--- src/hdl/chitchat_pkg.sv ---
// Frame layout, word indices, comma and CRC constants, fault codes and frame word types
`default_nettype none

package chitchat_pkg;

   // --------------------
   // Frame layout
   // --------------------
   localparam logic [3:0] protocol_ver = 4'd1;
   localparam int         frame_words  = 11;

   localparam logic [3:0] w_comma     = 4'd0;
   localparam logic [3:0] w_header    = 4'd1;
   localparam logic [3:0] w_rev_hi    = 4'd2;
   localparam logic [3:0] w_rev_lo    = 4'd3;
   localparam logic [3:0] w_d0_hi     = 4'd4;
   localparam logic [3:0] w_d0_lo     = 4'd5;
   localparam logic [3:0] w_d1_hi     = 4'd6;
   localparam logic [3:0] w_d1_lo     = 4'd7;
   localparam logic [3:0] w_frame_cnt = 4'd8;
   localparam logic [3:0] w_lback_cnt = 4'd9;
   localparam logic [3:0] w_crc       = 4'd10;

   // K28.5 in the low byte, sent with k high
   localparam logic [15:0] comma_code = 16'h3cbc;

   // CCITT polynomial, all-ones seed
   localparam logic [15:0] crc_init = 16'hffff;
   localparam logic [15:0] crc_poly = 16'h1021;

   // Four frames without a comma
   localparam int los_limit = 4 * frame_words;

   // --------------------
   // Faults
   // --------------------
   typedef struct packed {
      logic cnt_err;   // frame counter did not continue
      logic k_err;     // k flag inside a frame
      logic crc_err;
   } fault_t;

   localparam fault_t fault_none = '{cnt_err: 1'b0, k_err: 1'b0, crc_err: 1'b0};
   localparam fault_t fault_k    = '{cnt_err: 1'b0, k_err: 1'b1, crc_err: 1'b0};

   // --------------------
   // Frame words
   // --------------------
   typedef struct packed {
      logic [3:0] protocol_ver;
      logic [2:0] gateware_type;
      logic [2:0] location;
      logic [5:0] reserved;
   } header_t;

   // Word 1 is raw data on the wire and a header to both ends
   typedef union packed {
      logic [15:0] raw;
      header_t     header;
   } frame_word_u;

   typedef struct packed {
      logic [31:0] data1;
      logic [31:0] data0;
   } payload_t;

   typedef struct packed {
      logic [3:0]  protocol_ver;
      logic [2:0]  gateware_type;
      logic [2:0]  location;
      logic [31:0] rev_id;
   } rx_info_t;

endpackage

`default_nettype wire

--- src/hdl/chitchat_crc16.sv ---
// CRC-16 register with per-frame clear and one-word-per-cycle update
`default_nettype none

module chitchat_crc16 (
   input  logic        clk,
   input  logic        rst,
   input  logic        clear,
   input  logic        update,
   input  logic [15:0] word,
   output logic [15:0] crc
);
   import chitchat_pkg::*;

   // All 16 bits of a word in one step, MSB first
   function automatic logic [15:0] crc_step(input logic [15:0] c, input logic [15:0] d);
      logic [15:0] r;
      logic        fb;
      r = c;
      for (int i = 15; i >= 0; i--) begin
         fb = r[15] ^ d[i];
         r  = {r[14:0], 1'b0};
         if (fb) begin
            r = r ^ crc_poly;
         end
      end
      return r;
   endfunction

   always_ff @(posedge clk) begin
      if (rst) begin
         crc <= crc_init;
      end else if (clear) begin
         crc <= crc_init;
      end else if (update) begin
         crc <= crc_step(crc, word);
      end
   end

endmodule

`default_nettype wire

--- src/hdl/chitchat_rx.sv ---
// Receive deframer with comma alignment, CRC and counter check, fault report and LOS timer
`default_nettype none

module chitchat_rx (
   input  logic                   gtx_tx_clk,
   input  logic                   rst,
   input  logic [15:0]            gtx_d,
   input  logic                   gtx_k,
   output logic                   rx_valid,
   output logic                   frame_drop,
   output chitchat_pkg::fault_t   fault,
   output chitchat_pkg::payload_t payload,
   output chitchat_pkg::rx_info_t info,
   output logic [15:0]            frame_cnt,
   output logic [15:0]            lback_cnt,
   output logic                   los
);
   import chitchat_pkg::*;

   typedef enum logic [1:0] {
      st_hunt,
      st_collect,
      st_check
   } state_t;

   state_t      state;
   logic [3:0]  idx;
   logic        comma;
   frame_word_u hdr_q;
   logic [31:0] rev_q;
   payload_t    pay_q;
   logic [15:0] cnt_q;
   logic [15:0] lb_q;
   logic [15:0] exp_cnt;
   logic        cnt_valid;
   logic [15:0] crc;
   logic        crc_update;
   fault_t      chk_fault;
   logic        frame_ok;
   logic [$clog2(los_limit + 1) - 1:0] los_timer;

   assign comma      = gtx_k && (gtx_d == comma_code);
   assign crc_update = (state == st_collect) && !gtx_k;

   // Fault vector as seen on the CRC word
   always_comb begin
      chk_fault.crc_err = (crc != gtx_d);
      chk_fault.k_err   = gtx_k;
      chk_fault.cnt_err = cnt_valid && (cnt_q != exp_cnt);
   end

   assign frame_ok = (state == st_check) && (chk_fault == fault_none);

   // Every comma restarts the CRC, so realignment is free
   chitchat_crc16 i_crc (
      .clk    (gtx_tx_clk),
      .rst    (rst),
      .clear  (comma),
      .update (crc_update),
      .word   (gtx_d),
      .crc    (crc)
   );

   // --------------------
   // Alignment FSM
   // --------------------
   always_ff @(posedge gtx_tx_clk) begin
      if (rst) begin
         state      <= st_hunt;
         idx        <= w_comma;
         rx_valid   <= 1'b0;
         frame_drop <= 1'b0;
         fault      <= fault_none;
         exp_cnt    <= '0;
         cnt_valid  <= 1'b0;
         frame_cnt  <= '0;
         lback_cnt  <= '0;
      end else begin
         rx_valid   <= 1'b0;
         frame_drop <= 1'b0;
         case (state)
            st_hunt: begin
               if (comma) begin
                  state <= st_collect;
                  idx   <= w_header;
               end
            end
            st_collect: begin
               if (gtx_k) begin
                  // Close the frame now and realign if this was a comma
                  frame_drop <= 1'b1;
                  fault      <= fault_k;
                  exp_cnt    <= exp_cnt + 16'd1;
                  state      <= comma ? st_collect : st_hunt;
                  idx        <= w_header;
               end else begin
                  if (idx == w_lback_cnt) begin
                     state <= st_check;
                  end
                  idx <= idx + 4'd1;
               end
            end
            default: begin
               if (frame_ok) begin
                  rx_valid  <= 1'b1;
                  frame_cnt <= cnt_q;
                  lback_cnt <= lb_q;
                  exp_cnt   <= cnt_q + 16'd1;
                  cnt_valid <= 1'b1;
               end else begin
                  // Dropped frames still move the expected count on
                  frame_drop <= 1'b1;
                  fault      <= chk_fault;
                  exp_cnt    <= exp_cnt + 16'd1;
               end
               state <= comma ? st_collect : st_hunt;
               idx   <= w_header;
            end
         endcase
         // No counter history across a lost link
         if (los) begin
            cnt_valid <= 1'b0;
         end
      end
   end

   // --------------------
   // Field capture
   // --------------------
   always_ff @(posedge gtx_tx_clk) begin
      if (crc_update) begin
         case (idx)
            w_header:    hdr_q.raw          <= gtx_d;
            w_rev_hi:    rev_q[31:16]       <= gtx_d;
            w_rev_lo:    rev_q[15:0]        <= gtx_d;
            w_d0_hi:     pay_q.data0[31:16] <= gtx_d;
            w_d0_lo:     pay_q.data0[15:0]  <= gtx_d;
            w_d1_hi:     pay_q.data1[31:16] <= gtx_d;
            w_d1_lo:     pay_q.data1[15:0]  <= gtx_d;
            w_frame_cnt: cnt_q              <= gtx_d;
            w_lback_cnt: lb_q               <= gtx_d;
            default: ;
         endcase
      end
      if (frame_ok) begin
         payload            <= pay_q;
         info.protocol_ver  <= hdr_q.header.protocol_ver;
         info.gateware_type <= hdr_q.header.gateware_type;
         info.location      <= hdr_q.header.location;
         info.rev_id        <= rev_q;
      end
   end

   // --------------------
   // Loss of signal
   // --------------------
   always_ff @(posedge gtx_tx_clk) begin
      if (rst) begin
         los_timer <= '0;
         los       <= 1'b0;
      end else if (comma) begin
         los_timer <= '0;
         los       <= 1'b0;
      end else if (los_timer != los_limit) begin
         los_timer <= los_timer + 1'b1;
         if (los_timer == los_limit - 1) begin
            los <= 1'b1;
         end
      end
   end

endmodule

`default_nettype wire

--- src/hdl/chitchat_tx.sv ---
// Transmit framer with word sequencer, header build, CRC insertion and frame counter
`default_nettype none

module chitchat_tx #(
   parameter logic [31:0] rev_id        = 32'h0,
   parameter logic [2:0]  gateware_type = 3'd0
) (
   input  logic                  gtx_tx_clk,
   input  logic                  rst,
   input  logic                  transmit_en,
   input  logic [2:0]            location,
   input  chitchat_pkg::payload_t payload,
   input  logic [15:0]           lback_cnt,
   output logic                  tx_send,
   output logic [15:0]           local_frame_cnt,
   output logic [15:0]           gtx_d,
   output logic                  gtx_k
);
   import chitchat_pkg::*;

   logic        active;
   logic [3:0]  idx;
   payload_t    pay_q;
   logic [2:0]  loc_q;
   frame_word_u hdr;
   logic [15:0] word;
   logic [15:0] crc;
   logic        crc_update;

   // Start a new frame whenever the link is enabled and no frame runs
   assign tx_send = transmit_en && !active;

   // Words 1 to 9 go into the CRC
   assign crc_update = active && (idx != w_crc);

   always_comb begin
      hdr.header.protocol_ver  = protocol_ver;
      hdr.header.gateware_type = gateware_type;
      hdr.header.location      = loc_q;
      hdr.header.reserved      = '0;
   end

   // --------------------
   // Word select
   // --------------------
   always_comb begin
      word = comma_code;
      if (active) begin
         case (idx)
            w_header:    word = hdr.raw;
            w_rev_hi:    word = rev_id[31:16];
            w_rev_lo:    word = rev_id[15:0];
            w_d0_hi:     word = pay_q.data0[31:16];
            w_d0_lo:     word = pay_q.data0[15:0];
            w_d1_hi:     word = pay_q.data1[31:16];
            w_d1_lo:     word = pay_q.data1[15:0];
            w_frame_cnt: word = local_frame_cnt;
            w_lback_cnt: word = lback_cnt;
            w_crc:       word = crc;
            default:     word = comma_code;
         endcase
      end
   end

   chitchat_crc16 i_crc (
      .clk    (gtx_tx_clk),
      .rst    (rst),
      .clear  (tx_send),
      .update (crc_update),
      .word   (word),
      .crc    (crc)
   );

   // --------------------
   // Sequencer
   // --------------------
   always_ff @(posedge gtx_tx_clk) begin
      if (rst) begin
         active          <= 1'b0;
         idx             <= w_comma;
         local_frame_cnt <= '0;
         gtx_d           <= comma_code;
         gtx_k           <= 1'b1;
      end else begin
         gtx_d <= word;
         gtx_k <= !active;
         if (tx_send) begin
            // Comma goes out now, header next
            active          <= 1'b1;
            idx             <= w_header;
            local_frame_cnt <= local_frame_cnt + 16'd1;
         end else if (active) begin
            if (idx == w_crc) begin
               active <= 1'b0;
            end else begin
               idx <= idx + 4'd1;
            end
         end
      end
   end

   // Payload and location fixed for the whole frame
   always_ff @(posedge gtx_tx_clk) begin
      if (tx_send) begin
         pay_q <= payload;
         loc_q <= location;
      end
   end

endmodule

`default_nettype wire

--- src/hdl/chitchat_txrx_wrap.sv ---
// Link top level with payload latch, loopback count, fault counter, latency and tx/rx instances
`default_nettype none

module chitchat_txrx_wrap #(
   parameter logic [31:0] rev_id        = 32'h0,
   parameter logic [2:0]  gateware_type = 3'd0
) (
   input  logic                   gtx_tx_clk,
   input  logic                   rst,
   input  logic                   transmit_en,
   input  logic                   tx_valid,
   input  logic [2:0]             location,
   input  chitchat_pkg::payload_t tx_payload,
   output logic                   rx_valid,
   output chitchat_pkg::payload_t rx_payload,
   output chitchat_pkg::rx_info_t rx_info,
   output logic [15:0]            rx_frame_cnt,
   output logic                   ccrx_frame_drop,
   output chitchat_pkg::fault_t   ccrx_fault,
   output logic [15:0]            ccrx_fault_cnt,
   output logic                   ccrx_los,
   output logic [15:0]            txrx_latency,
   output logic [15:0]            gtx_tx_d,
   output logic                   gtx_tx_k,
   input  logic [15:0]            gtx_rx_d,
   input  logic                   gtx_rx_k
);
   import chitchat_pkg::*;

   payload_t    tx_pay_q;
   logic        tx_send;          // frame start, also watched by the testbench
   logic [15:0] local_frame_cnt;
   logic [15:0] last_good_cnt;
   logic [15:0] rx_lback_cnt;

   // Latest payload wins if the framer has not picked it up yet
   always_ff @(posedge gtx_tx_clk) begin
      if (tx_valid) begin
         tx_pay_q <= tx_payload;
      end
   end

   chitchat_tx #(
      .rev_id        (rev_id),
      .gateware_type (gateware_type)
   ) i_tx (
      .gtx_tx_clk      (gtx_tx_clk),
      .rst             (rst),
      .transmit_en     (transmit_en),
      .location        (location),
      .payload         (tx_pay_q),
      .lback_cnt       (last_good_cnt),
      .tx_send         (tx_send),
      .local_frame_cnt (local_frame_cnt),
      .gtx_d           (gtx_tx_d),
      .gtx_k           (gtx_tx_k)
   );

   chitchat_rx i_rx (
      .gtx_tx_clk (gtx_tx_clk),
      .rst        (rst),
      .gtx_d      (gtx_rx_d),
      .gtx_k      (gtx_rx_k),
      .rx_valid   (rx_valid),
      .frame_drop (ccrx_frame_drop),
      .fault      (ccrx_fault),
      .payload    (rx_payload),
      .info       (rx_info),
      .frame_cnt  (rx_frame_cnt),
      .lback_cnt  (rx_lback_cnt),
      .los        (ccrx_los)
   );

   // --------------------
   // Loopback and status
   // --------------------
   always_ff @(posedge gtx_tx_clk) begin
      if (rst) begin
         last_good_cnt  <= '0;
         txrx_latency   <= '0;
         ccrx_fault_cnt <= '0;
      end else begin
         if (rx_valid) begin
            last_good_cnt <= rx_frame_cnt;
            // Frames in flight between our send and the far end echo
            txrx_latency  <= local_frame_cnt - rx_lback_cnt;
         end
         if (ccrx_frame_drop && (ccrx_fault_cnt != 16'hffff)) begin
            ccrx_fault_cnt <= ccrx_fault_cnt + 16'd1;
         end
      end
   end

endmodule

`default_nettype wire

--- config.mk ---
export PLATFORM = sky130hd
export DESIGN_NAME = chitchat_txrx_wrap
export DESIGN_NICKNAME = d
export VERILOG_FILES = /design/src/hdl/chitchat_pkg.sv /design/src/hdl/chitchat_crc16.sv /design/src/hdl/chitchat_rx.sv /design/src/hdl/chitchat_tx.sv /design/src/hdl/chitchat_txrx_wrap.sv
export SDC_FILE = /design/constraint.sdc
export NUM_CORES = 1
export LEC_CHECK = 0
export ABC_AREA = 1
export BUFFER_PORTS_ARGS = -buffer_cell sky130_fd_sc_hd__buf_2
export CAP_MARGIN = 20
export CORE_UTILIZATION = 55
export CTS_CLUSTER_DIAMETER = 40
export DETAILED_ROUTE_END_ITERATION = 6
export PLACE_DENSITY = 0.83
export SLEW_MARGIN = 20
export SYNTH_ARGS = -nofsm -noshare
export SYNTH_HDL_FRONTEND = slang
export SYNTH_SLANG_ARGS = --single-unit
--- constraint.sdc ---
create_clock -name gtx_tx_clk -period 6.17 [get_ports gtx_tx_clk]
set_input_delay 0.3085 -clock gtx_tx_clk [delete_from_list [all_inputs] [get_ports gtx_tx_clk]]
set_output_delay 0.3085 -clock gtx_tx_clk [all_outputs]
set_load 0.03 [all_outputs]
==> results by group, run 1 <==
Route
  – Router iterations before antenna repair: 6
  – DRC marker count from the first detailed-route iteration: 1,681
  – Average detailed-routed wire length per instance: 20.6 um
  – DRC: 0
  – DR vias/cell: 5.60
  – Via count: 16,600
  – Routed Antenna Nets: 0
  – Total Routed Length: 60.9 mm

Timing
  – Pin slew with the least headroom to its limit: 1.07 ns
  – Worst clock skew on the final layout: 0.0444 ns
  – Time the worst path needs with I/O delays and setup: 3.65 ns
  – Min Hold Slack: 0.100 ns
  – Number of slew-limit violations in the final report: 0
  – Unrepaired setup endpoints after global routing: no
  – Total negative slack: 0 ns
  – Final Hold Viols: 0
  – Number of endpoints failing setup at the final stage: 0
  – Worst slew margin: 28.2%
  – Achievable frequency: 274 MHz
  – Post-route clock period utilization: 59.1%

Clock network
  – Clk sinks: 560
  – Clock insertion delay at the later pin of the skew report: 0.61 ns
  – Clk root buf: sky130_fd_sc_hd__clkbuf_16
  – # resized after CTS: 0
  – Worst-case clock buffer depth: 3
  – Clock-pin slew on the worst setup and hold paths: 0.06 ns
  – Clock tree from TritonCTS: done
  – TritonCTS Buffers: 69
  – CTS H-tree depth: 3

Placed design
  – Final Wtd Congestion: 0.954
  – Cell area after placement: 24,100 um^2
  – IO buf count: 264
  – Total placed cells including tap cells: 2,768
  – HPWL reported at the end of detailed placement: 37.9 mm

Global routing
  – First-pass GRT wire length: 91.4 mm
  – Largest net degree at the start of global routing: 107
  – GR Util met3: 5.51%
  – Initial antenna violation count: 0
  – Global route overflow: 0
  – Met1 routing resource usage after global routing: 37.2%
  – Tot GR Track Use: 29.4%
  – Number of global-route vias before repair: 16,200
  – Fraction of met2 tracks used by global routing: 49.3%
  – Layer with the highest usage after global routing: met2

Worst hold path
  – Worst Hold Endpoint: i_rx.pay_q[18]$_DFFE_PP_
  – Worst hold path startpoint: gtx_rx_d[2]
  – Classification of the worst-slack hold path: in2reg
  – Number of stages on the worst hold path: 1

Pwr
  – Power per unit of standard cell area: 323 nW/um^2
  – Net Switching: 2.07 mW
  – Maximum vdd drop: 0.354 mV
  – Internal Pwr Total: 6.71 mW
  – Switching power as a share of total power: 23.6%
  – Seq pwr share: 47.1%
  – Clock network fraction of total power: 47.6%
  – Portion of total power attributed to combinational logic: 5.4%
  – Post-layout total power: 8.77 mW
  – Static leakage: 10.9 nW

Finish
  – Area growth from synthesis to layout: 22.2%
  – Number of standard cells in the layout, taps in and fillers out: 2,961
  – Final-layout fill cell count: 2,787
  – Number of antenna diodes: 0
  – Layout cell share with drive strength beyond 1: 18.8%
  – Number of nets at the end of the flow: 2,499
  – Post-route cell area: 27,200 um^2

Setup path
  – Launch instance of the worst register-to-register path: i_tx.idx[2]$_SDFFE_PP0P_
  – Nature of the critical path startpoint: flip-flop
  – Class of the most critical setup path: reg2reg
  – Data required time at the worst endpoint: 6.67 ns
  – Data arrival time at the worst-slack endpoint: 4.15 ns
  – Critical path capture point type: flip-flop
  – Crit path max fanout: 24
  – Endpoint of the lowest-slack register-to-register path: i_tx.idx[0]$_SDFFE_PP0P_
  – Worst Reg-to-Reg Cells: 6
  – R2r setup slk: 2.52 ns

Floorplanning
  – Die Area: 41,300 um^2
  – Num rows: 73
  – # IOs: 265
  – Overall die width: 203 um
  – Die height: 203 um
  – Core Footprint: 39,800 um^2
  – Effective utilization at floorplan: 55.9%

Logic synthesis
  – Number of warnings reported in the yosys synthesis log: 0
  – Post-Synthesis Net Count: 2,139
  – Number of enable-type register cells in the synthesized netlist: 375
  – Cell type with the highest aggregate area in the netlist: sky130_fd_sc_hd__edfxtp_1
  – Distinct cell type count after synthesis: 49
  – Post-synthesis sequential area ratio: 67.3%
  – Leading post-synthesis cells by cell area: sky130_fd_sc_hd__edfxtp_1, sky130_fd_sc_hd__dfxtp_1, sky130_fd_sc_hd__nand2_1
  – Primary FF master, synth: sky130_fd_sc_hd__edfxtp_1
  – Count of state elements after synthesis: 560
  – Average footprint of a synthesized cell: 11.0 um^2
  – Post-Syn Area: 22,200 um^2
  – Cell with the most instances after synthesis: sky130_fd_sc_hd__edfxtp_1
  – Number of cells produced by synthesis: 2,021
  – Proportion of netlist area held by the largest area contributor: 50.6%
  – Most used standard cells in the synthesized netlist: sky130_fd_sc_hd__edfxtp_1, sky130_fd_sc_hd__nand2_1, sky130_fd_sc_hd__inv_1
  – Async SR Flop Fraction: 0%

Outcome
  – Run status: finished, final reports clean

Job
  – Max-cap violations: 0
flip-flops by register name, summed over array words and instances, names as in the netlist, 32 cells and up:
register and count:
i_rx.info 42, i_rx.pay_q 64, i_rx.payload 64, i_rx.rev_q 32
i_tx.pay_q 64, tx_pay_q 64
cells by family after synthesis:
family | synth area share, %
AOI/OAI and AO/OA | 7.41
xor gates and xnor gates | 3.25
adders and majority gates | 1.72
buffers and inverters | 4.91
DFF | 67.3
and+or+nand+nor | 15.4
worst max-delay path, stage by stage (launching register included):
cell and delay [ns]:
sky130_fd_sc_hd__dfxtp_1 0.82, sky130_fd_sc_hd__inv_2 0.36, sky130_fd_sc_hd__nand3_1 0.49, sky130_fd_sc_hd__nand2_1 0.68, sky130_fd_sc_hd__inv_1 0.72, sky130_fd_sc_hd__nor2_1 0.15
sky130_fd_sc_hd__a211oi_1 0.31
worst max path at each step:
stage                             startpoint                                     to  slack [ns]  cells after the start
floorplan             i_tx.active$_SDFF_PP0_  i_tx.local_frame_cnt[12]$_SDFFE_PP0P_        1.28                      9
global placement    i_tx.idx[2]$_SDFFE_PP0P_        i_tx.i_crc.crc[12]$_SDFFE_PP1P_        2.93                     17
detailed placement  i_tx.idx[2]$_SDFFE_PP0P_         i_tx.i_crc.crc[6]$_SDFFE_PP1P_        2.81                     17
CTS                 i_tx.idx[2]$_SDFFE_PP0P_               i_tx.idx[0]$_SDFFE_PP0P_        2.74                      6
global route        i_tx.idx[2]$_SDFFE_PP0P_        i_tx.i_crc.crc[12]$_SDFFE_PP1P_        2.29                     17
finish              i_tx.idx[2]$_SDFFE_PP0P_               i_tx.idx[0]$_SDFFE_PP0P_        2.52                      6
power groups by stage:
stage	Combinational [mW]	Clock [mW]	Sequential, mW
finish	0.471	4.17	4.13
global route	0.515	4.35	4.13
CTS	0.456	4.17	4.12
detailed placement	0.418	0	4.20
global placement	0.408	0	4.20
floorplan	0.275	0	4.19
stage by stage:
| step | utilization [%] | setup slack [ns] |
|---|---|---|
| after detailed placement | 60.6 | 2.81 |
| final | 68.2 | 2.52 |
| after global routing | 68.2 | 2.29 |
| after floorplan | - | 1.28 |
| after CTS | 68.2 | 2.74 |
| after global placement | 60.6 | 2.93 |
cell usage in the layout, fill, tap and decap left out, types with 4 or more instances in the layout:
| cell type | netlist | layout |
|---|---|---|
| sky130_fd_sc_hd__inv_1 | 201 | 200 |
| sky130_fd_sc_hd__a21oi_1 | 133 | 133 |
| sky130_fd_sc_hd__nor2_1 | 166 | 164 |
| sky130_fd_sc_hd__or2_2 | 8 | 8 |
| sky130_fd_sc_hd__dfxtp_1 | 185 | 185 |
| sky130_fd_sc_hd__nand2_2 | 17 | 17 |
| sky130_fd_sc_hd__o21ai_1 | 4 | 4 |
| sky130_fd_sc_hd__clkinvlp_4 | 0 | 4 |
| sky130_fd_sc_hd__dlygate4sd3_1 | 0 | 67 |
| sky130_fd_sc_hd__nand3_1 | 103 | 103 |
| sky130_fd_sc_hd__buf_2 | 12 | 264 |
| sky130_fd_sc_hd__o22ai_1 | 7 | 7 |
| sky130_fd_sc_hd__buf_4 | 1 | 17 |
| sky130_fd_sc_hd__clkbuf_1 | 37 | 7 |
| sky130_fd_sc_hd__ha_1 | 29 | 29 |
| sky130_fd_sc_hd__clkinv_1 | 1 | 5 |
| sky130_fd_sc_hd__nand2_1 | 339 | 339 |
| sky130_fd_sc_hd__a211oi_1 | 4 | 4 |
| sky130_fd_sc_hd__nor3b_1 | 7 | 7 |
| sky130_fd_sc_hd__a31oi_1 | 5 | 5 |
| sky130_fd_sc_hd__inv_6 | 0 | 9 |
| sky130_fd_sc_hd__nand4_1 | 59 | 59 |
| sky130_fd_sc_hd__clkbuf_16 | 0 | 73 |
| sky130_fd_sc_hd__edfxtp_1 | 375 | 375 |
| sky130_fd_sc_hd__bufinv_16 | 0 | 6 |
| sky130_fd_sc_hd__nand3b_1 | 5 | 5 |
| sky130_fd_sc_hd__inv_2 | 8 | 8 |
| sky130_fd_sc_hd__clkinv_4 | 0 | 6 |
| sky130_fd_sc_hd__xnor2_1 | 28 | 28 |
| sky130_fd_sc_hd__nor2_2 | 3 | 4 |
| sky130_fd_sc_hd__nand3_2 | 6 | 6 |
| sky130_fd_sc_hd__o21ai_0 | 136 | 136 |
| sky130_fd_sc_hd__inv_8 | 0 | 4 |
| sky130_fd_sc_hd__nor3_2 | 0 | 6 |
| sky130_fd_sc_hd__clkinv_2 | 0 | 7 |
| sky130_fd_sc_hd__xor2_1 | 49 | 49 |
| sky130_fd_sc_hd__clkinv_8 | 0 | 6 |
| sky130_fd_sc_hd__o211ai_1 | 11 | 11 |
| sky130_fd_sc_hd__nor3_1 | 41 | 35 |
| sky130_fd_sc_hd__nor4_1 | 7 | 6 |
metal layers:
metal / up-vias / wire length (um)
met2: 835 / 29700
met5: - / 0
li1: 7681 / -
met3: 154 / 5030
met1: 7926 / 23900
met4: 0 / 2240
timing repair:
item                                   CTS  global route
buffers inserted                         0             0
endpoints found under the hold margin   67             0
hold buffers                            67             0
area by class of cell:
class / count / area [um^2] / share of cell area (%)
clock buffers: 80 / 1850 / 6.82
clock inverters: 46 / 534 / 1.97
repair buffers: 349 / 2140 / 7.87
flip-flops and latches: 560 / 15000 / 55.1
multi-input cells: 1190 / 6230 / 22.9
inverters: 211 / 797 / 2.93
well taps: 525 / 657 / 2.42
(Power assumes the default switching activity.)
==> inputs of run 2 (changes only) <==
- CORE_UTILIZATION: 55 -> 52
- PLACE_DENSITY: 0.83 -> 0.82
- clock period: 6.17 -> 3.13 ns (I/O delays scaled with it)
==> results by group, run 2 (same netlist as run 1, synthesis figures left out) <==
Clock network
  – Clk root buf: sky130_fd_sc_hd__clkbuf_16
  – CTS H-tree depth: 3
  – Clock-pin slew on the worst setup and hold paths: 0.06 ns
  – Worst-case clock buffer depth: 3
  – Clk sinks: 560
  – Clock tree from TritonCTS: done
  – TritonCTS Buffers: 69
  – Clock insertion delay at the later pin of the skew report: 0.60 ns

Route
  – DR vias/cell: 5.57
  – DRC marker count from the first detailed-route iteration: 1,892
  – Via count: 16,800
  – Total Routed Length: 61.9 mm
  – Average detailed-routed wire length per instance: 20.6 um
  – Routed Antenna Nets: 0
  – Router iterations before antenna repair: 5
  – DRC: 0

Finish
  – Layout cell share with drive strength beyond 1: 19.6%
  – Commonest non-fill, non-tap cell in the layout: sky130_fd_sc_hd__edfxtp_1
  – Number of antenna diodes: 0
  – Area growth from synthesis to layout: 23.9%
  – Number of nets at the end of the flow: 2,536
  – Commonest non-fill, non-tap cells in the layout: sky130_fd_sc_hd__edfxtp_1, sky130_fd_sc_hd__nand2_1, sky130_fd_sc_hd__buf_2

Global routing
  – First-pass GRT wire length: 93.9 mm
  – Tot GR Track Use: 28.4%
  – Initial antenna violation count: 2
  – Largest net degree at the start of global routing: 98
  – Global route overflow: 0
  – Number of global-route vias before repair: 16,500

Setup path
  – Crit path max fanout: 27
  – Data arrival time at the worst-slack endpoint: 3.29 ns
  – Worst Reg-to-Reg Cells: 17
  – Critical path capture point type: flip-flop
  – Class of the most critical setup path: reg2reg
  – Launch instance of the worst register-to-register path: i_tx.idx[0]$_SDFFE_PP0P_
  – Nature of the critical path startpoint: flip-flop
  – Endpoint of the lowest-slack register-to-register path: i_tx.i_crc.crc[12]$_SDFFE_PP1P_
  – R2r setup slk: 0.30 ns
  – Data required time at the worst endpoint: 3.59 ns

Worst hold path
  – Classification of the worst-slack hold path: in2reg
  – Worst hold path startpoint: gtx_rx_d[12]
  – Worst Hold Endpoint: i_rx.pay_q[44]$_DFFE_PP_
  – Number of stages on the worst hold path: 2

Floorplanning
  – Die Area: 43,600 um^2
  – Effective utilization at floorplan: 52.9%
  – Num rows: 75
  – Die height: 209 um
  – Core Footprint: 42,000 um^2
  – Overall die width: 209 um
  – # IOs: 265

Outcome
  – Run status: finished, final reports clean

Placed design
  – HPWL reported at the end of detailed placement: 40.4 mm
  – Pre-CTS WS: 0.260 ns
  – IO buf count: 264
  – Final Wtd Congestion: 0.924

Timing
  – Min setup slack post-route: 0.299 ns
  – Achievable frequency: 353 MHz
  – Number of endpoints failing setup at the final stage: 0
  – Time the worst path needs with I/O delays and setup: 2.83 ns
  – Post-route clock period utilization: 90.4%
  – Final Hold Viols: 0
  – Worst slew margin: 35.1%
  – Total negative slack: 0 ns
  – Worst clock skew on the final layout: 0.0373 ns
  – Number of slew-limit violations in the final report: 0
  – Pin slew with the least headroom to its limit: 0.972 ns

Pwr
  – Power per unit of standard cell area: 631 nW/um^2
  – Seq pwr share: 46.9%
  – Maximum vdd drop: 0.719 mV
  – Switching power as a share of total power: 23.4%
  – Portion of total power attributed to combinational logic: 5.6%
  – Static leakage: 11.1 nW
  – Net Switching: 4.06 mW
  – Internal Pwr Total: 13.3 mW
  – Clock network fraction of total power: 47.6%

Job
  – Max-cap violations: 0
run 2: cell count changes in the layout (fill, tap and decap cells not counted), moves of 2 or more:
cell,previous run,this run
sky130_fd_sc_hd__clkinv_2,7,9
sky130_fd_sc_hd__clkbuf_8,0,2
sky130_fd_sc_hd__inv_6,9,7
sky130_fd_sc_hd__clkbuf_1,7,4
sky130_fd_sc_hd__ha_2,0,3
sky130_fd_sc_hd__ha_1,29,26
sky130_fd_sc_hd__clkinv_4,6,3
sky130_fd_sc_hd__dlygate4sd3_1,67,79
sky130_fd_sc_hd__inv_8,4,7
sky130_fd_sc_hd__clkinvlp_4,4,2
sky130_fd_sc_hd__clkinv_1,5,8
sky130_fd_sc_hd__buf_4,17,41
run 2: worst max-delay path: stages, from the launching register on:
cell	delay [ns]
sky130_fd_sc_hd__dfxtp_1	0.35
sky130_fd_sc_hd__inv_1	0.14
sky130_fd_sc_hd__ha_2	0.36
sky130_fd_sc_hd__nand3_2	0.20
sky130_fd_sc_hd__nand2_1	0.11
sky130_fd_sc_hd__nor2_1	0.05
sky130_fd_sc_hd__nand2_2	0.36
sky130_fd_sc_hd__nand3_1	0.13
sky130_fd_sc_hd__nand2_1	0.14
sky130_fd_sc_hd__nand2_1	0.10
sky130_fd_sc_hd__nand2_2	0.12
sky130_fd_sc_hd__nand3_2	0.12
sky130_fd_sc_hd__nand2_2	0.14
sky130_fd_sc_hd__nand2_1	0.06
sky130_fd_sc_hd__nand2_1	0.10
sky130_fd_sc_hd__nand3_1	0.08
sky130_fd_sc_hd__nand3_1	0.08
sky130_fd_sc_hd__nand2_1	0.06
run 2: power groups by stage:
stage          clock [mW]  sequential (mW)  combinational (mW)
3_3_place_gp            0             8.29               0.833
2_1_floorplan           0             8.26               0.542
4_1_cts              8.29             8.14               0.938
6_report             8.28             8.15               0.969
5_1_grt              8.69             8.16                1.06
3_5_place_dp            0             8.29               0.851
run 2: timing repair:
action,in CTS,in global routing
setup buffers,0,0
hold endpoints to repair,139,0
endpoints found under the setup margin,0,11
gates resized for setup,0,5
hold buffers,79,0
run 2: worst max-delay path by stage:
stage / end / from / depth (start not counted) / slack, ns
2_1_floorplan: i_rx.cnt_q[0]$_DFFE_PP_ / i_rx.state[0]$_SDFFE_PP0P_ / 7 / 0.10
3_3_place_gp: i_tx.i_crc.crc[5]$_SDFFE_PP1P_ / i_tx.idx[0]$_SDFFE_PP0P_ / 19 / 0.35
3_5_place_dp: i_tx.i_crc.crc[5]$_SDFFE_PP1P_ / i_tx.idx[0]$_SDFFE_PP0P_ / 19 / 0.26
4_1_cts: i_tx.i_crc.crc[5]$_SDFFE_PP1P_ / i_tx.idx[0]$_SDFFE_PP0P_ / 19 / 0.21
5_1_grt: i_tx.i_crc.crc[12]$_SDFFE_PP1P_ / i_tx.idx[0]$_SDFFE_PP0P_ / 19 / -0.02
6_report: i_tx.i_crc.crc[12]$_SDFFE_PP1P_ / i_tx.idx[0]$_SDFFE_PP0P_ / 17 / 0.30
run 2: per-stage QoR:
step	util [%]	cells	hold slack, ns	cell area (um^2)	total power [mW]
4_1_cts	65.5	3013	0.00519	27600	17.4
2_1_floorplan	-	2021	0.255	22300	8.80
6_report	65.6	3013	0.0235	27600	17.4
5_1_grt	65.6	3013	0.0152	27600	17.9
3_5_place_dp	57.9	2807	0.335	24300	9.15
3_3_place_gp	57.9	2807	0.333	24300	9.12
run 2: routing by layer:
| metal | wire, um | GRT usage (%) | share of wire [%] | vias up |
|---|---|---|---|---|
| li1 | - | - | - | 7762 |
| met5 | 13 | 0 | 0.021 | - |
| met4 | 2730 | 13.7 | 4.4 | 2 |
| met1 | 24000 | 35.4 | 39 | 7938 |
| met3 | 5110 | 5.56 | 8.2 | 165 |
| met2 | 30100 | 47.4 | 49 | 904 |
run 2: layout make-up:
cell class | instances | area (um^2)
flip-flops and latches | 560 | 15000
fillers | 2964 | 14500
multi-input cells | 1190 | 6240
repair buffers | 386 | 2460
clock buffers | 80 | 1890
inverters | 211 | 797
well taps | 539 | 674
clock inverters | 47 | 531
==> inputs of run 3 (changes only) <==
- CORE_UTILIZATION: 52 -> 54
- CTS_BUF_LIST: not set -> sky130_fd_sc_hd__clkbuf_8
- PLACE_DENSITY: 0.82 -> 0.85
==> results by group, run 3 (same netlist as run 1, synthesis figures left out) <==
Outcome
  – Run status: finished, final reports clean

Finish
  – Layout cell share with drive strength beyond 1: 19.4%
  – Number of nets at the end of the flow: 2,561
  – Commonest non-fill, non-tap cells in the layout: sky130_fd_sc_hd__edfxtp_1, sky130_fd_sc_hd__nand2_1, sky130_fd_sc_hd__buf_2
  – Utilization after layout: 67.1%
  – Final-layout fill cell count: 2,789
  – Commonest non-fill, non-tap cell in the layout: sky130_fd_sc_hd__edfxtp_1
  – Area growth from synthesis to layout: 21.3%

Global routing
  – First-pass GRT wire length: 92.0 mm
  – Fraction of met2 tracks used by global routing: 48.9%
  – Largest net degree at the start of global routing: 98
  – Met1 routing resource usage after global routing: 36.7%
  – GR Util met3: 5.41%
  – Number of global-route vias before repair: 16,300
  – Initial antenna violation count: 2
  – Tot GR Track Use: 29.1%
  – Global route overflow: 0
  – Layer with the highest usage after global routing: met2

Clock network
  – TritonCTS Buffers: 85
  – Clock insertion delay at the later pin of the skew report: 0.68 ns
  – CTS H-tree depth: 3
  – Clk root buf: sky130_fd_sc_hd__clkbuf_8
  – Clock-pin slew on the worst setup and hold paths: 0.06 ns
  – Number of buffers added for setup after CTS: 0
  – Worst-case clock buffer depth: 3
  – Clk sinks: 560
  – Clock tree from TritonCTS: done

Placed design
  – IO buf count: 264
  – HPWL reported at the end of detailed placement: 40.1 mm
  – Final Wtd Congestion: 0.944
  – Pre-CTS WS: 0.292 ns

Setup path
  – Critical path capture point type: flip-flop
  – Data arrival time at the worst-slack endpoint: 3.44 ns
  – Worst Reg-to-Reg Cells: 15
  – Class of the most critical setup path: reg2reg
  – Crit path max fanout: 24
  – R2r setup slk: 0.22 ns
  – Nature of the critical path startpoint: flip-flop
  – Data required time at the worst endpoint: 3.67 ns

Job
  – Max-cap violations: 0

Floorplanning
  – Num rows: 73
  – Overall die width: 205 um
  – Core Footprint: 40,200 um^2
  – Effective utilization at floorplan: 55.3%
  – Die height: 205 um
  – # IOs: 265
  – Die Area: 42,000 um^2

Route
  – Router iterations before antenna repair: 6
  – Average detailed-routed wire length per instance: 20.2 um
  – Total Routed Length: 61.6 mm
  – Via count: 16,900
  – DRC: 0
  – DRC marker count from the first detailed-route iteration: 1,953
  – DR vias/cell: 5.56
  – Routed Antenna Nets: 0

Pwr
  – Power per unit of standard cell area: 569 nW/um^2
  – Static leakage: 10.9 nW
  – Maximum vdd drop: 0.759 mV

Timing
  – Time the worst path needs with I/O delays and setup: 2.91 ns
  – Total negative slack: 0 ns
  – Post-route clock period utilization: 92.9%
  – Pin slew with the least headroom to its limit: 0.971 ns
  – Min setup slack post-route: 0.224 ns
  – Unrepaired setup endpoints after global routing: no
  – Achievable frequency: 344 MHz
  – Number of endpoints failing setup at the final stage: 0
  – Number of slew-limit violations in the final report: 0
  – Final Hold Viols: 0
  – Worst slew margin: 35.2%
  – Worst clock skew on the final layout: 0.0595 ns

Worst hold path
  – Number of stages on the worst hold path: 5
  – Classification of the worst-slack hold path: in2reg
==> run 3: cell types whose count changed in the layout (fill, tap and decap cells not counted), moves of 3 or more <==
cell and change:
sky130_fd_sc_hd__inv_8 -7, sky130_fd_sc_hd__clkinv_4 -3, sky130_fd_sc_hd__dlygate4sd3_1 +6, sky130_fd_sc_hd__clkbuf_16 -74, sky130_fd_sc_hd__clkinv_2 +3, sky130_fd_sc_hd__inv_6 -4, sky130_fd_sc_hd__clkinv_8 -5, sky130_fd_sc_hd__inv_1 +22
sky130_fd_sc_hd__clkbuf_8 +89, sky130_fd_sc_hd__clkinv_1 +12, sky130_fd_sc_hd__clkbuf_1 -4
==> run 3: power breakdown <==
group,leakage (nW),internal [mW],switching [mW],total [mW]
clock network,0.982,3.32,2.91,6.22
logic,4.99,0.333,0.642,0.976
registers,4.96,8.05,0.0986,8.15
total,10.9,11.7,3.65,15.3
==> run 3: area by class of cell <==
cell class	instances	area [um^2]	share of cell area, %
sequential	560	15000	55.5
multi-input combinational	1190	6240	23.1
timing repair buffer	395	2550	9.47
clock buffer	91	1250	4.64
inverter	211	797	2.95
tap	525	657	2.44
clock inverter	67	507	1.88
antenna	2	5.00	0.0186
==> run 3: metrics by stage <==
step | cells | cell area (um^2) | power, mW | hold slack [ns]
finish | 3041 | 27000 | 15.3 | 0.0786
global route | 3039 | 27000 | 15.8 | 0.0786
CTS | 3039 | 27000 | 15.3 | 0.0334
detailed placement | 2796 | 24400 | 9.14 | 0.335
global placement | 2796 | 24400 | 9.12 | 0.333
floorplan | 2021 | 22300 | 8.80 | 0.255
==> run 3: routing by layer <==
metal	wire length, um	part of all wire, %
met5	0	0
met4	2430	3.9
met3	5550	9.0
met2	29900	49
met1	23600	38
==> run 3: repair_timing <==
item	in CTS	in global routing
endpoints found under the hold margin	209	0
endpoints found under the setup margin	0	8
resized for setup	0	2
hold buffers	85	0
==> run 3: critical path, cell delays in order, from the launching register on <==
cell	delay, ns
sky130_fd_sc_hd__dfxtp_1	0.59
sky130_fd_sc_hd__inv_2	0.27
sky130_fd_sc_hd__nand3_1	0.31
sky130_fd_sc_hd__inv_2	0.09
sky130_fd_sc_hd__nand2_1	0.10
sky130_fd_sc_hd__o21ai_0	0.09
sky130_fd_sc_hd__nor2_1	0.21
sky130_fd_sc_hd__nand3_1	0.10
sky130_fd_sc_hd__nand2_1	0.08
sky130_fd_sc_hd__nand2_2	0.10
sky130_fd_sc_hd__xnor2_1	0.30
sky130_fd_sc_hd__nand3_1	0.18
sky130_fd_sc_hd__nand2_1	0.16
sky130_fd_sc_hd__nand2_1	0.06
sky130_fd_sc_hd__nand3_1	0.07
sky130_fd_sc_hd__nand2_1	0.06
==> run 3: path summary, 6_finish.rpt <==
path / start / endpoint
max: i_tx.idx[2]$_SDFFE_PP0P_ / i_tx.i_crc.crc[7]$_SDFFE_PP1P_
min: transmit_en / i_tx.local_frame_cnt[3]$_SDFFE_PP0P_
min reg2reg: i_rx.rev_q[14]$_DFFE_PP_ / i_rx.info[14]$_DFFE_PP_
max reg2reg: i_tx.idx[2]$_SDFFE_PP0P_ / i_tx.i_crc.crc[7]$_SDFFE_PP1P_
